File: config.mk
export PLATFORM = sky130hd
export DESIGN_NAME = keypad_calc_top
export DESIGN_NICKNAME = d
export VERILOG_FILES = /design/src/hw/calc_pkg.sv /design/src/hw/scan_timer.sv /design/src/hw/keypad_scan_fsm.sv /design/src/hw/key_matrix.sv /design/src/hw/key_decoder.sv /design/src/hw/calc_core.sv /design/src/hw/keypad_calc_top.sv
export SDC_FILE = /design/constraint.sdc
export NUM_CORES = 1
export LEC_CHECK = 0
export BUFFER_PORTS_ARGS = -buffer_cell sky130_fd_sc_hd__buf_2
export CORE_MARGIN = 2
export CORE_UTILIZATION = 51
export CTS_CLUSTER_DIAMETER = 60
export DETAILED_ROUTE_END_ITERATION = 8
export HOLD_SLACK_MARGIN = 0.05
export PLACE_DENSITY = 0.67
export SLEW_MARGIN = 20
export SYNTH_ARGS = -nofsm -noshare
export SYNTH_HDL_FRONTEND = slang
export SYNTH_SLANG_ARGS = --single-unit
export TNS_END_PERCENT = 30
File: constraint.sdc
create_clock -name clk -period 5.56 [get_ports clk]
set_input_delay 0.556 -clock clk [delete_from_list [all_inputs] [get_ports clk]]
set_output_delay 0.556 -clock clk [all_outputs]
set_load 0.1 [all_outputs]
File: src/hw/calc_pkg.sv
`default_nettype none

package calc_pkg;

    // Keypad geometry
    localparam int NUM_COLS  = 4;
    localparam int NUM_ROWS  = 4;
    localparam int KEY_COUNT = NUM_COLS * NUM_ROWS;  // One bit per key
    localparam int COL_BITS  = 2;

    // A board build raises both debounce values together
    localparam int TIMER_BITS = 5;
    localparam logic [TIMER_BITS-1:0] DEBOUNCE_CYCLES = 5'd16;  // Short for simulation

    // Calculator word width
    localparam int DATA_BITS = 16;

    // Keypad scanner states
    typedef enum logic [2:0] {
        S_IDLE,
        S_SCAN,
        S_DEBOUNCE,
        S_PROCESS,
        S_RELEASE
    } scan_state_t;

    // Operator keys from the top of column 3 down
    typedef enum logic [1:0] {
        OP_ADD,
        OP_SUB,
        OP_MUL,
        OP_NEG
    } calc_op_t;

endpackage

`default_nettype wire

File: src/hw/scan_timer.sv
`default_nettype none

module scan_timer (
    input  logic                          clk,
    input  logic                          nRST,
    input  logic                          scan_en,
    input  logic                          timer_run,
    input  logic                          timer_clear,
    output logic [calc_pkg::COL_BITS-1:0] col_index,
    output logic                          timer_done
);

    logic [calc_pkg::TIMER_BITS-1:0] count;  // Debounce count

    // Column index walks all columns while scanning is enabled
    always_ff @(posedge clk or negedge nRST) begin
        if (!nRST) begin
            col_index <= '0;
        end else if (scan_en) begin
            col_index <= col_index + 1'b1;  // Wraps after last column
        end
    end

    // Debounce counter saturates at the interval
    always_ff @(posedge clk or negedge nRST) begin
        if (!nRST) begin
            count <= '0;
        end else if (timer_clear) begin
            count <= '0;
        end else if (timer_run && (count != calc_pkg::DEBOUNCE_CYCLES)) begin
            count <= count + 1'b1;
        end
    end

    assign timer_done = (count == calc_pkg::DEBOUNCE_CYCLES);  // Held until cleared

endmodule

`default_nettype wire

File: src/hw/keypad_scan_fsm.sv
`default_nettype none

module keypad_scan_fsm (
    input  logic clk,
    input  logic nRST,
    input  logic matrix_changed,
    input  logic matrix_empty,
    input  logic timer_done,
    output logic scan_en,
    output logic timer_run,
    output logic timer_clear,
    output logic process
);

    calc_pkg::scan_state_t state;
    calc_pkg::scan_state_t state_next;

    always_ff @(posedge clk or negedge nRST) begin
        if (!nRST) begin
            state <= calc_pkg::S_IDLE;
        end else begin
            state <= state_next;
        end
    end

    always_comb begin
        state_next  = state;
        timer_run   = 1'b0;
        timer_clear = 1'b0;
        process     = 1'b0;
        case (state)
            calc_pkg::S_IDLE: begin
                state_next = calc_pkg::S_SCAN;
            end
            calc_pkg::S_SCAN: begin
                if (!matrix_empty) begin
                    state_next  = calc_pkg::S_DEBOUNCE;
                    timer_clear = 1'b1;  // Fresh debounce interval
                end
            end
            calc_pkg::S_DEBOUNCE: begin
                timer_run = 1'b1;
                if (matrix_empty) begin
                    state_next = calc_pkg::S_SCAN;  // Bounce or glitch
                end else if (matrix_changed) begin
                    timer_clear = 1'b1;  // Contacts still moving
                end else if (timer_done) begin
                    state_next = calc_pkg::S_PROCESS;
                end
            end
            calc_pkg::S_PROCESS: begin
                process     = 1'b1;
                timer_clear = 1'b1;
                state_next  = calc_pkg::S_RELEASE;
            end
            calc_pkg::S_RELEASE: begin
                timer_run = 1'b1;
                if (!matrix_empty) begin
                    timer_clear = 1'b1;  // Key still down
                end else if (timer_done) begin
                    state_next = calc_pkg::S_SCAN;
                end
            end
            default: begin
                state_next = calc_pkg::S_IDLE;
            end
        endcase
    end

    assign scan_en = (state != calc_pkg::S_IDLE);

    // Each process pulse starts a fresh release wait
    assert property (@(posedge clk) disable iff (!nRST)
        process |=> (!process && (state == calc_pkg::S_RELEASE) && !timer_done));

endmodule

`default_nettype wire

File: src/hw/key_matrix.sv
`default_nettype none

module key_matrix (
    input  logic                           clk,
    input  logic                           nRST,
    input  logic [calc_pkg::NUM_ROWS-1:0]  row,
    input  logic [calc_pkg::COL_BITS-1:0]  col_index,
    output logic [calc_pkg::NUM_COLS-1:0]  col,
    output logic [calc_pkg::KEY_COUNT-1:0] matrix,
    output logic                           matrix_changed,
    output logic                           matrix_empty
);

    logic [calc_pkg::COL_BITS-1:0] prev_index;  // Column currently on the pins
    logic                          drive_valid;  // Column drive has started
    logic [calc_pkg::NUM_ROWS-1:0] pressed;

    assign pressed = ~row;  // Rows pulled low by a closed key

    // Registered active low column drive
    always_ff @(posedge clk or negedge nRST) begin
        if (!nRST) begin
            col         <= '1;
            prev_index  <= '0;
            drive_valid <= 1'b0;
        end else begin
            col         <= ~({{(calc_pkg::NUM_COLS-1){1'b0}}, 1'b1} << col_index);
            prev_index  <= col_index;
            drive_valid <= 1'b1;
        end
    end

    // Row capture into the slot of the driven column
    always_ff @(posedge clk or negedge nRST) begin
        if (!nRST) begin
            matrix         <= '0;
            matrix_changed <= 1'b0;
        end else if (drive_valid) begin
            matrix[prev_index*calc_pkg::NUM_ROWS +: calc_pkg::NUM_ROWS] <= pressed;
            matrix_changed <=
                (matrix[prev_index*calc_pkg::NUM_ROWS +: calc_pkg::NUM_ROWS] != pressed);
        end else begin
            matrix_changed <= 1'b0;
        end
    end

    assign matrix_empty = ~|matrix;

    // Exactly one column is pulled low once driving starts
    assert property (@(posedge clk) disable iff (!nRST)
        drive_valid |-> $onehot(~col));

endmodule

`default_nettype wire

File: src/hw/key_decoder.sv
`default_nettype none

module key_decoder (
    input  logic                           clk,
    input  logic                           nRST,
    input  logic                           process,
    input  logic [calc_pkg::KEY_COUNT-1:0] matrix,
    output logic                           digit_strobe,
    output logic [3:0]                     digit,
    output logic                           op_strobe,
    output calc_pkg::calc_op_t             op,
    output logic                           equal_strobe,
    output logic                           clear_strobe,
    output logic                           key_accept
);

    logic [$clog2(calc_pkg::KEY_COUNT)-1:0] key_idx;
    logic                                   single_key;

    assign single_key = $onehot(matrix);  // Rollover is ignored

    // Position of the set bit as col*4 + row
    always_comb begin
        key_idx = '0;
        for (int i = 0; i < calc_pkg::KEY_COUNT; i++) begin
            if (matrix[i]) begin
                key_idx = i[$clog2(calc_pkg::KEY_COUNT)-1:0];
            end
        end
    end

    always_ff @(posedge clk or negedge nRST) begin
        if (!nRST) begin
            digit_strobe <= 1'b0;
            op_strobe    <= 1'b0;
            equal_strobe <= 1'b0;
            clear_strobe <= 1'b0;
        end else begin
            digit_strobe <= process && single_key && (key_idx[3:2] != 2'd3)
                            && (key_idx != 4'd3) && (key_idx != 4'd11);
            op_strobe    <= process && single_key && (key_idx[3:2] == 2'd3);
            equal_strobe <= process && single_key && (key_idx == 4'd3);   // '*'
            clear_strobe <= process && single_key && (key_idx == 4'd11);  // '#'
        end
    end

    // Key values travel alongside their strobes
    always_ff @(posedge clk) begin
        if (process) begin
            case (key_idx)
                4'd0:    digit <= 4'd1;
                4'd1:    digit <= 4'd4;
                4'd2:    digit <= 4'd7;
                4'd4:    digit <= 4'd2;
                4'd5:    digit <= 4'd5;
                4'd6:    digit <= 4'd8;
                4'd7:    digit <= 4'd0;
                4'd8:    digit <= 4'd3;
                4'd9:    digit <= 4'd6;
                4'd10:   digit <= 4'd9;
                default: digit <= 4'd0;
            endcase
            op <= calc_pkg::calc_op_t'(key_idx[1:0]);  // A, B, C, D by row
        end
    end

    assign key_accept = digit_strobe | op_strobe | equal_strobe | clear_strobe;

    // Only one key event per cycle reaches the core
    assert property (@(posedge clk) disable iff (!nRST)
        $onehot0({digit_strobe, op_strobe, equal_strobe, clear_strobe}));

endmodule

`default_nettype wire

File: src/hw/calc_core.sv
`default_nettype none

module calc_core (
    input  logic                           clk,
    input  logic                           nRST,
    input  logic                           digit_strobe,
    input  logic [3:0]                     digit,
    input  logic                           op_strobe,
    input  calc_pkg::calc_op_t             op,
    input  logic                           equal_strobe,
    input  logic                           clear_strobe,
    output logic [calc_pkg::DATA_BITS-1:0] display,
    output logic [calc_pkg::DATA_BITS-1:0] result,
    output logic                           result_valid
);

    logic [calc_pkg::DATA_BITS-1:0] entry;       // Number being typed
    logic [calc_pkg::DATA_BITS-1:0] acc;         // Left operand so far
    calc_pkg::calc_op_t             pending_op;  // Applied on next operator or equals
    logic [calc_pkg::DATA_BITS-1:0] applied;
    logic [calc_pkg::DATA_BITS-1:0] shifted;     // Entry times ten plus digit

    function automatic logic [calc_pkg::DATA_BITS-1:0] apply_op(
        input calc_pkg::calc_op_t             op_sel,
        input logic [calc_pkg::DATA_BITS-1:0] a,
        input logic [calc_pkg::DATA_BITS-1:0] b
    );
        case (op_sel)
            calc_pkg::OP_SUB: return a - b;
            calc_pkg::OP_MUL: return a * b;  // Wraps
            default:          return a + b;  // Negate never becomes pending
        endcase
    endfunction

    assign applied = apply_op(pending_op, acc, entry);
    assign shifted = entry * 16'd10 + {12'b0, digit};

    always_ff @(posedge clk or negedge nRST) begin
        if (!nRST) begin
            entry        <= '0;
            acc          <= '0;
            pending_op   <= calc_pkg::OP_ADD;
            display      <= '0;
            result       <= '0;
            result_valid <= 1'b0;
        end else begin
            result_valid <= 1'b0;
            if (clear_strobe) begin
                entry      <= '0;
                acc        <= '0;
                pending_op <= calc_pkg::OP_ADD;
                display    <= '0;
                result     <= '0;
            end else if (digit_strobe) begin
                entry   <= shifted;
                display <= shifted;
            end else if (op_strobe && (op == calc_pkg::OP_NEG)) begin
                entry   <= -entry;  // Acts on the entry only
                display <= -entry;
            end else if (op_strobe) begin
                acc        <= applied;
                pending_op <= op;
                entry      <= '0;
                display    <= applied;  // Running total
            end else if (equal_strobe) begin
                result       <= applied;
                result_valid <= 1'b1;
                entry        <= applied;  // Lets the result feed the next operator
                acc          <= '0;
                pending_op   <= calc_pkg::OP_ADD;
                display      <= applied;
            end
        end
    end

endmodule

`default_nettype wire

File: src/hw/keypad_calc_top.sv
`default_nettype none

module keypad_calc_top (
    input  logic                           clk,
    input  logic                           nRST,
    input  logic [calc_pkg::NUM_ROWS-1:0]  row,
    output logic [calc_pkg::NUM_COLS-1:0]  col,
    output logic [calc_pkg::DATA_BITS-1:0] display,
    output logic [calc_pkg::DATA_BITS-1:0] result,
    output logic                           result_valid,
    output logic                           key_accept
);

    logic [calc_pkg::COL_BITS-1:0]  col_index;
    logic [calc_pkg::KEY_COUNT-1:0] matrix;
    logic                           matrix_changed;
    logic                           matrix_empty;
    logic                           scan_en;
    logic                           timer_run;
    logic                           timer_clear;
    logic                           timer_done;
    logic                           process;
    logic                           digit_strobe;
    logic [3:0]                     digit;
    logic                           op_strobe;
    calc_pkg::calc_op_t             op;
    logic                           equal_strobe;
    logic                           clear_strobe;

    scan_timer u_scan_timer (
        .clk         (clk),
        .nRST        (nRST),
        .scan_en     (scan_en),
        .timer_run   (timer_run),
        .timer_clear (timer_clear),
        .col_index   (col_index),
        .timer_done  (timer_done)
    );

    keypad_scan_fsm u_scan_fsm (
        .clk            (clk),
        .nRST           (nRST),
        .matrix_changed (matrix_changed),
        .matrix_empty   (matrix_empty),
        .timer_done     (timer_done),
        .scan_en        (scan_en),
        .timer_run      (timer_run),
        .timer_clear    (timer_clear),
        .process        (process)
    );

    key_matrix u_key_matrix (
        .clk            (clk),
        .nRST           (nRST),
        .row            (row),
        .col_index      (col_index),
        .col            (col),
        .matrix         (matrix),
        .matrix_changed (matrix_changed),
        .matrix_empty   (matrix_empty)
    );

    key_decoder u_key_decoder (
        .clk          (clk),
        .nRST         (nRST),
        .process      (process),
        .matrix       (matrix),
        .digit_strobe (digit_strobe),
        .digit        (digit),
        .op_strobe    (op_strobe),
        .op           (op),
        .equal_strobe (equal_strobe),
        .clear_strobe (clear_strobe),
        .key_accept   (key_accept)
    );

    calc_core u_calc_core (
        .clk          (clk),
        .nRST         (nRST),
        .digit_strobe (digit_strobe),
        .digit        (digit),
        .op_strobe    (op_strobe),
        .op           (op),
        .equal_strobe (equal_strobe),
        .clear_strobe (clear_strobe),
        .display      (display),
        .result       (result),
        .result_valid (result_valid)
    );

endmodule

`default_nettype wire

==> Yosys cells after proc, flatten, opt, wreduce, memory -nomap -nowiden <==
Memories as Yosys holds them, arrays and structs flattened. A register that Yosys moved wholly into a read port is not among the register bits.
Cells that the tools add are included.
{ "totals": {"reg_bits": 107, "romBits": 64, "inputBits": 6, "elab_cells": 160, "mem_count": 1} }
{ "mem_list": {"columns": ["name", "words", "width", "rd", "rd_clocked_by_memory_dff", "wr", "line", "rtl"], "rows": [
  ["(name not given)", 16, 4, 1, 1, 0, "key_decoder.sv:50", "case (key_idx)"]
]} }
{ "op_classes": {"add_sub_neg": 22, "multipliers": 2, "eq_ne": 25, "shift": 4, "mux": 61, "n_bitwise": 5, "n_reduce_logical": 21} }
{ "ops": {"columns": ["op", "n"], "rows": [
  ["two-way mux 16 bit", 18],
  ["two-way mux 4 bit", 14],
  ["adder 5 bit", 7],
  ["negator 4 -> 34 bit", 1],
  ["variable shift 4 x 34 -> 16 bit (first input constant)", 1],
  ["variable part select 4 x 34 -> 16 bit", 1],
  ["one-hot mux 16 bit (2 select lines)", 1],
  ["two-way mux 3 bit", 6],
  ["adder 1 x 1 -> 2 bit", 8],
  ["adder 16 bit", 1],
  ["adder 16 x 4 -> 16 bit", 1],
  ["bitwise mux 16 bit", 1],
  ["multiplier 16 x 16 -> 16 bit", 1],
  ["multiplier 16 x 3 -> 15 bit (second input constant)", 1],
  ["negator 16 bit", 1],
  ["OR reduction 16 bit", 1],
  ["variable part select 16 x 5 -> 4 bit", 1],
  ["subtractor 16 bit", 1],
  ["one-hot mux 3 bit (5 select lines)", 1],
  ["two-way mux 1 bit", 12],
  ["!= test 2 bit (second input constant)", 6],
  ["two-way mux 2 bit", 5],
  ["two-way mux 5 bit", 2],
  ["logical AND 1 bit", 9],
  ["29 further kinds", 39]
]} }

==> Logic depth before layout (Yosys ltp) <==
Gate-level depths: netlist of the first run.
{ "depth": {"ltp_word": 19, "depth_mapped": 24, "mapped_depth_nobuf": 22} }

==> Hierarchy <==
From an unflattened synthesis of the first run, not the netlist that was laid out.
{ "hier_totals": {"cells_unflattened": 1347, "area_unflattened_um2": 12041.5} }
{ "modules_own_cells": {"columns": ["module", "n_inst", "cells_each", "area_each_um2", "seq_area_each_um2"], "rows": [
  ["calc_core", 1, 1080, 9198.8, 1676.6],
  ["key_decoder", 1, 115, 1143.6, 280.3],
  ["key_matrix", 1, 93, 1106.1, 605.6],
  ["scan_timer", 1, 32, 364.1, 175.2],
  ["keypad_scan_fsm", 1, 27, 229.0, 75.1]
]} }

==> Worst setup path after synthesis of the first run <==
Ideal clock, no wire load.
{ "synth_timing": {"kind": "register to register", "from": "register u_calc_core.entry[6] in the netlist's numbering", "to": "register u_calc_core.display[14] in the netlist's numbering", "setup_ns": 0.133, "arrival_time_ns": 5.761, "required_ns": 5.427, "slack_ns": -0.335, "stages_incl_launch_ff": 23, "path_buffers": 2, "cell_sequence": "dfrtp_1 -> buf_2 -> clkbuf_1 -> and2_1 -> fa_1 -> inv_1 -> fa_1 -> fa_1 -> fa_1 -> inv_1 -> fa_1 -> inv_1 -> fa_1 -> inv_1 -> ha_1 -> a21o_1 -> a21o_1 -> a21o_1 -> mux2i_1 -> a2111oi_0 -> o221ai_1 -> o21ai_1 -> o21ai_0"} }
{ "synth_between": {"elab_chain_len": 7, "elab_cells_between_ends": 12} }
{ "synth_rtl": {"columns": ["element", "line", "rtl"], "rows": [
  ["start, declared", "calc_core.sv:17", "logic [calc_pkg::DATA_BITS-1:0] entry;"],
  ["start signal, assigned", "calc_core.sv:55", "entry <= shifted;"],
  ["start signal, assigned", "calc_core.sv:58", "entry <= -entry;"],
  ["start signal, assigned", "calc_core.sv:68", "entry <= applied;"],
  ["branches (longest 5 deep; another with multiplier 16 x 3 -> 15 bit)", null, null],
  ["two-way mux 16 bit *", "calc_core.sv:54", "end else if (digit_strobe) begin"],
  ["two-way mux 16 bit *", "calc_core.sv:48", "if (clear_strobe) begin"],
  ["end signal, assigned", "calc_core.sv:56", "display <= shifted;"],
  ["end signal, assigned", "calc_core.sv:59", "display <= -entry;"],
  ["end signal, assigned", "calc_core.sv:64", "display <= applied;"],
  ["end, declared", "calc_core.sv:12", "output logic [calc_pkg::DATA_BITS-1:0] display,"]
]} }
Mark *: on every way between the ends. The select of a mux whose other input is x is not followed.
A chain may end at the register's enable or synchronous reset.

==> Worst setup path after layout of the first run <==
{ "layout_timing": {"from": "register u_calc_core.entry[6] in the netlist's numbering", "to": "register u_calc_core.display[15] in the netlist's numbering"} }
The elaborated chain is that of the path after synthesis.

==> summary.md, run 1 <==
| Metric | Value |
|---|---|
| Status | complete, but fails checks |
| Failing checks | negative setup slack |
| Met2 usage | 0.468 |
| Sw power | 4.78 mW |
| Final min period | 5.66 ns |
| Yosys top cell by area | dfrtp_1 |
| Clk buf depth | 2 |
| CORE AREA | 23300 um^2 |
| Worst VDD drop | 459 uV |
| H-tree depth | 3 |
| FF-to-FF Start | u_calc_core.entry[6] |
| GR Util met3 | 0.0282 |
| Ys async rst share | 0.946 |
| P&R area growth vs syn | 15.5% |
| Worst r2r path cells | 20 |
| Worst-skew pair later-pin latency | 0.37 ns |
| Post-synth EDFFs | 6 |
| Mapped cell area | 12000 um^2 |
| Post-route DRC | 0 |
| Global Route Usage Sum | 0.274 |
| Switching share of power | 0.544 |
| Share of cells above drive strength 1 | 0.176 |
| Crit path largest cell delay | 0.58 ns |
| Crit Path Category | register to register |
| Root Driver | clkbuf_16 |
| Nets@finish | 1689 |
| Top-level port count | 44 |
| Setup ws final | -0.0979 ns |
| RSZ-0062 raised after global routing | yes |
| Max Slew Vio Count | 0 |
| Clock Power Share | 0.074 |
| Capture point of the worst reg-to-reg path | u_calc_core.display[15] |
| CTS tree | yes |
| Fin util | 0.596 |
| Final setup TNS | -0.355 ns |
| Clock slew at reported path FFs | 0.09 ns |
| Startpoint types | register |
| Row count | 56 |
| Worst-path cell chain | buf_6, and2_4, fa_1, inv_1, fa_1, inv_1, fa_1, fa_1, inv_1, fa_1, fa_2, inv_1, ha_1, or3_1, o21ai_2, a21oi_4, xnor2_1, mux2_4, o21a_1, o31ai_1 |
| Finish-stage setup viols | 6 |
| Vias in the first global route | 10121 |
| Hold Path Class | input port to asynchronous set/reset pin |
| Post-DR vias/cell | 5.54 |
| Largest net degree at the start of global routing | 80 |
| Max-Cap Viols | 0 |
| Worst-Margin Slew | 1.16 ns |
| WL per Instance | 18.3 um |
| Relative slew slack | 0.224 |
| Met1 Use GR | 0.366 |
| Top post-synthesis cells by area | dfrtp_1 21%, fa_1 16%, ha_1 13% |
| First-pass GRT wire length | 52700 um |
| Setup Skew | 0.0161 ns |
| Syn. warnings | 0 |
| Sequential-to-total area share from yosys stat | 0.234 |
| DRT iter0 DRCs | 675 |
| Reg2reg setup slack | -0.1 ns |
| Post-synthesis cell type count | 72 |
| GRT Residual Overflow | 0 |
| GR peak layer | met2 |
| Synth Net Count | 1591 |
| GPL Wtd Cong | 0.976 |
| Post-Route WL | 32600 um |
| Most frequent cells in the layout | 176 x inv_1, 169 x nand2_1, 115 x ha_1 |
| Post-Syn Instances | 1362 |
| Die footprint | 24800 um^2 |
| Diode count | 0 |
| P_int | 4.01 mW |
| Initial antenna violation count | 1 |
| CTS Sinks | 111 |
| Sequential power share | 0.162 |
| Crit path DAT | 5.93 ns |
| Starting density of the core | 0.516 |
| Chip Height | 158 um |
| Commonest non-fill, non-tap cell in the layout | inv_1 |
| Top_reg_cell synth | dfrtp_1 |
| Num CTS Buffers | 9 |
| Worst-path cell with the longest stage delay | fa_2 |
| Total number of vias | 9891 |
| Post-route ant nets | 0 |
| Combinational power share | 0.764 |
| DRT Pass-1 Iters | 5 |
| PwrDens | 633 nW/um^2 |
| Yosys reg bits | 111 |
| Die X | 158 um |
| Max FO, Critical Path | 7 |
| Fin crit share | 1.02 |
| Fmax | 177 MHz |
| HPWL Detailed | 25600 um |
| Critical path capture point type | register |
| Fill count | 2056 |
| LEAKAGE | 6.73 nW |
| Synthesized area per cell | 8.83 um^2 |
| Top-area cell type share of the netlist area | 0.210 |
| Req. time, crit path | 5.83 ns |
| I/O Buffers | 43 |
| Final Hold Viols | 0 |
| CP dominant cell by count | fa_1 |
[worst max-delay path: cells and delay by family (launching register included)]
family | cells | cell delay [ns]
simple gates | 2 | 0.54
flops | 1 | 0.48
compound gates | 4 | 0.55
buf+inv | 5 | 0.34
mux | 1 | 0.27
xor+xnor | 1 | 0.14
fa+ha+maj | 7 | 3.24
[power groups by stage]
stage / Sequential [mW] / Combinational [mW] / Clock (mW)
2_1_floorplan: 1.89 / 3.81 / 0
4_1_cts: 1.41 / 6.43 / 0.659
3_3_place_gp: 1.42 / 6.27 / 0
6_report: 1.42 / 6.72 / 0.654
5_1_grt: 1.46 / 7.29 / 0.694
3_5_place_dp: 1.42 / 6.32 / 0
[synth_stat cells, types with 4 or more instances]
| cell type | count |
|---|---|
| ha_1 | 129 |
| fa_1 | 94 |
| nor4_1 | 7 |
| inv_1 | 180 |
| a21oi_1 | 47 |
| a22o_1 | 27 |
| or2_2 | 7 |
| nand3_1 | 19 |
| nand2_1 | 169 |
| nand2b_1 | 10 |
| edfxtp_1 | 6 |
| nor3_1 | 18 |
| or3_1 | 7 |
| o21a_1 | 11 |
| nand4_1 | 7 |
| clkbuf_1 | 50 |
| dfstp_2 | 4 |
| o21ai_0 | 68 |
| xnor2_1 | 72 |
| mux2i_1 | 6 |
| dfrtp_1 | 101 |
| nor3b_1 | 5 |
| nor2_1 | 76 |
| o31ai_1 | 14 |
| nor2b_1 | 12 |
| xor2_1 | 26 |
| buf_2 | 6 |
| mux4_2 | 4 |
| o41ai_1 | 9 |
| o211ai_1 | 10 |
| a21o_1 | 14 |
| a211oi_1 | 9 |
| and2_1 | 69 |
| and3_1 | 9 |
[kinds of logic (layout without fill, tap and decap cells)]
| family | after synthesis | count (layout) | share of synthesized area |
|---|---|---|---|
| buffers and inverters | 241 | 344 | 0.0771 |
| AOI/OAI and AO/OA | 248 | 248 | 0.138 |
| adders and majority gates | 223 | 223 | 0.291 |
| DFF | 111 | 111 | 0.234 |
| other | 1 | 1 | 0.000312 |
| and+or+nand+nor | 424 | 424 | 0.169 |
| xor gates and xnor gates | 100 | 100 | 0.0746 |
| muxes | 14 | 14 | 0.0165 |
[through the flow]
step | hold slack [ns] | setup WS [ns] | std cells | instance area [um^2] | power (mW)
2_1_floorplan | 0.260 | -0.00445 | 1362 | 12100 | 5.70
6_report | 0.104 | -0.0979 | 1784 | 13900 | 8.80
3_3_place_gp | 0.454 | -0.290 | 1757 | 13200 | 7.69
5_1_grt | 0.124 | -0.280 | 1784 | 13900 | 9.44
4_1_cts | 0.104 | -0.170 | 1783 | 13700 | 8.50
3_5_place_dp | 0.458 | -0.330 | 1757 | 13200 | 7.75
[final cells by class]
class                           instances  area [um^2]  area share
Multi-Input combinational cell       1010         8660       0.623
Clock inverter                          6         61.3     0.00441
Sequential cell                       111         2830       0.203
Tap cell                              319          399      0.0287
Timing Repair Buffer                  147         1050      0.0753
Inverter                              181          679      0.0489
Clock buffer                           10          229      0.0165
[what timing repair did]
item / CTS / global route
hold buffers: 0 / 0
gates resized for setup: 45 / 41
setup endpoints to repair: 27 / 30
setup buffers: 10 / 1
pin swaps: 34 / 20
[per-layer routing]
layer	wire, um	vias up	part of all wire
met4	946	0	0.029
met5	0	-	0
met1	14300	4860	0.44
met2	15800	278	0.48
li1	-	4697	-
met3	1530	56	0.047
[flip-flops by register name, summed over array words and instances (netlist names), 3 cells and up]
signal               flops
u_calc_core.acc         16
u_calc_core.display     16
u_calc_core.entry       16
u_calc_core.result      16
u_key_matrix.matrix     16
u_scan_timer.count       5
u_key_decoder.digit      4
u_key_matrix.col         4
u_scan_fsm.state         3
[worst max-delay path by stage]
stage	start	endpoint	slack, ns	depth (start not counted)
detailed placement	u_calc_core.entry[6]	u_calc_core.display[14]	-0.33	19
finish	u_calc_core.entry[6]	u_calc_core.display[15]	-0.1	20
global placement	u_calc_core.acc[2]	u_calc_core.display[14]	-0.29	21
CTS	u_calc_core.acc[5]	u_calc_core.entry[14]	-0.17	20
global route	u_calc_core.acc[8]	u_calc_core.display[15]	-0.28	20
floorplan	u_calc_core.entry[6]	u_calc_core.display[14]	-0.004	22
(Power assumes the default switching activity.)
==> run 2: changes to the inputs <==
--- a/config.mk
+++ b/config.mk
@@ -11,6 +11,7 @@
 export CTS_CLUSTER_DIAMETER = 60
 export DETAILED_ROUTE_END_ITERATION = 8
 export HOLD_SLACK_MARGIN = 0.05
+export MAX_ROUTING_LAYER = met4
 export PLACE_DENSITY = 0.67
 export SLEW_MARGIN = 20
 export SYNTH_ARGS = -nofsm -noshare
==> run 2 against run 1 <==
Compared with the run above: the flow still finishes with violations (negative setup slack); critical path type unchanged; first-iteration DRC count down 11%; critical path depth stayed put; via count about the same; non-clock buffer count down 4; highest routed layer unchanged; total power fell by 1.1%; hold slack worse by 0.0046 ns; wire length increased by 0.60%.
==> summary.md, run 2 (synthesis results as in run 1) <==
| Metric | Value |
|---|---|
| Hold Path Class | input port to asynchronous set/reset pin |
| Fin util | 0.589 |
| Post-route non-filler standard cell count | 1780 |
| Cts hold-fix bufs | 0 |
| Vias in the first global route | 10123 |
| Clock slew at reported path FFs | 0.08 ns |
| Post-Route WL | 32800 um |
| First-pass GRT wire length | 53400 um |
| Initial antenna violation count | 0 |
| Fmax | 175 MHz |
| Post-DR vias/cell | 5.56 |
| CTS tree | yes |
| CORE AREA | 23300 um^2 |
| Max-Cap Viols | 0 |
| RSZ-0062 raised after global routing | yes |
| Die X | 158 um |
| Num CTS Buffers | 9 |
| Commonest non-fill, non-tap cell in the layout | inv_1 |
| Cell Area, Placed | 13200 um^2 |
| Crit path DAT | 5.98 ns |
| Post-route ant nets | 0 |
| P&R area growth vs syn | 14.2% |
| Relative slew slack | 0.311 |
| Global Route Usage Sum | 0.286 |
| Root Driver | clkbuf_16 |
| Setup Skew | 0.0117 ns |
| Nets@finish | 1685 |
| Final setup TNS | -1.25 ns |
| Setup WS pre-CTS | -0.372 ns |
| I/O Buffers | 43 |
| Tot Pwr | 8.70 mW |
| Max Slew Vio Count | 0 |
| Row count | 56 |
| Met3 wire length | 1590 um |
| GPL Wtd Cong | 0.968 |
| Worst r2r path cells | 20 |
| Clk buf depth | 2 |
| HPWL Detailed | 25800 um |
| M1 WL | 14400 um |
| Cells after DPL | 1755 |
| Worst-skew pair later-pin latency | 0.37 ns |
| Post-route DRC | 0 |
| GRT Residual Overflow | 0 |
| Hold Worst Slack | 0.0993 ns |
| Finish-stage setup viols | 14 |
| Worst VDD drop | 491 uV |
| Final min period | 5.73 ns |
| Largest net degree at the start of global routing | 79 |
| WL per Instance | 18.4 um |
| Req. time, crit path | 5.81 ns |
| Startpoint types | register |
| Starting density of the core | 0.516 |
| Failing checks | negative setup slack |
| Crit Path Category | register to register |
| PwrDens | 633 nW/um^2 |
| H-tree depth | 3 |
| Top-level port count | 44 |
| Most frequent cells in the layout | 176 x inv_1, 169 x nand2_1, 118 x ha_1 |
| Fin crit share | 1.03 |
| CTS Sinks | 111 |
| Share of cells above drive strength 1 | 0.161 |
| DRT iter0 DRCs | 600 |
| Top Metal Used | met4 |
| Critical path capture point type | register |
| Worst-Margin Slew | 1.03 ns |
| Chip Height | 158 um |
| Max FO, Critical Path | 8 |
| Die footprint | 24800 um^2 |
| Final Hold Viols | 0 |
| Total number of vias | 9894 |
| Met2 WL post-DR | 16100 um |
| LEAKAGE | 6.70 nW |
| DRT Pass-1 Iters | 5 |
| Post-route cell area | 13700 um^2 |
| Diode count | 0 |
| Setup ws final | -0.170 ns |
| Status | complete, but fails checks |
run 2: worst max-delay path: stages (launching register included):
cell	delay, ns
dfrtp_2	0.49
and2_4	0.19
fa_1	0.54
inv_2	0.04
fa_1	0.52
fa_1	0.43
fa_1	0.51
inv_1	0.05
fa_1	0.50
inv_2	0.04
fa_1	0.49
inv_2	0.05
ha_4	0.21
a21o_1	0.17
a21o_1	0.18
a21o_1	0.20
mux2i_1	0.14
a2111oi_1	0.33
o221ai_1	0.23
o21ai_1	0.19
o21ai_1	0.11
run 2: worst paths after layout:
path | startpoint | endpoint | slack, ns
max | u_calc_core.entry[6] | u_calc_core.entry[14] | -0.17
min | nRST | u_calc_core.result[8] | 0.1
max reg2reg | u_calc_core.entry[6] | u_calc_core.entry[14] | -0.17
min reg2reg | u_scan_timer.col_index[1] | u_key_matrix.prev_index[1] | 0.47
max in group asynchronous | nRST | u_calc_core.entry[13] | 4.41
min in group clk | u_scan_timer.col_index[1] | u_key_matrix.prev_index[1] | 0.47
run 2: what timing repair did:
action,4_1_cts,5_1_grt
resized for setup,31,21
endpoints found under the setup margin,24,30
pin swaps,15,19
buffers inserted,4,5
run 2: layer usage:
layer,vias to the layer above,GRT usage
li1,4687,-
met4,0,0.0792
met1,4893,0.367
met2,265,0.477
met5,-,-
met3,49,0.0419
run 2: cell type report:
type | instances | area [um^2]
clock inverters | 7 | 90.1
clock buffers | 9 | 225
multi-input cells | 1010 | 8510
fillers | 2102 | 9600
inverters | 181 | 679
well taps | 319 | 399
flip-flops and latches | 111 | 2830
repair buffers | 143 | 1010
run 2: report_power, final:
group	leakage, nW	internal (mW)	switching [mW]	total [mW]
Combinational	5.10	2.52	4.06	6.58
Clock	0.152	0.360	0.331	0.691
Sequential	1.44	1.10	0.328	1.43
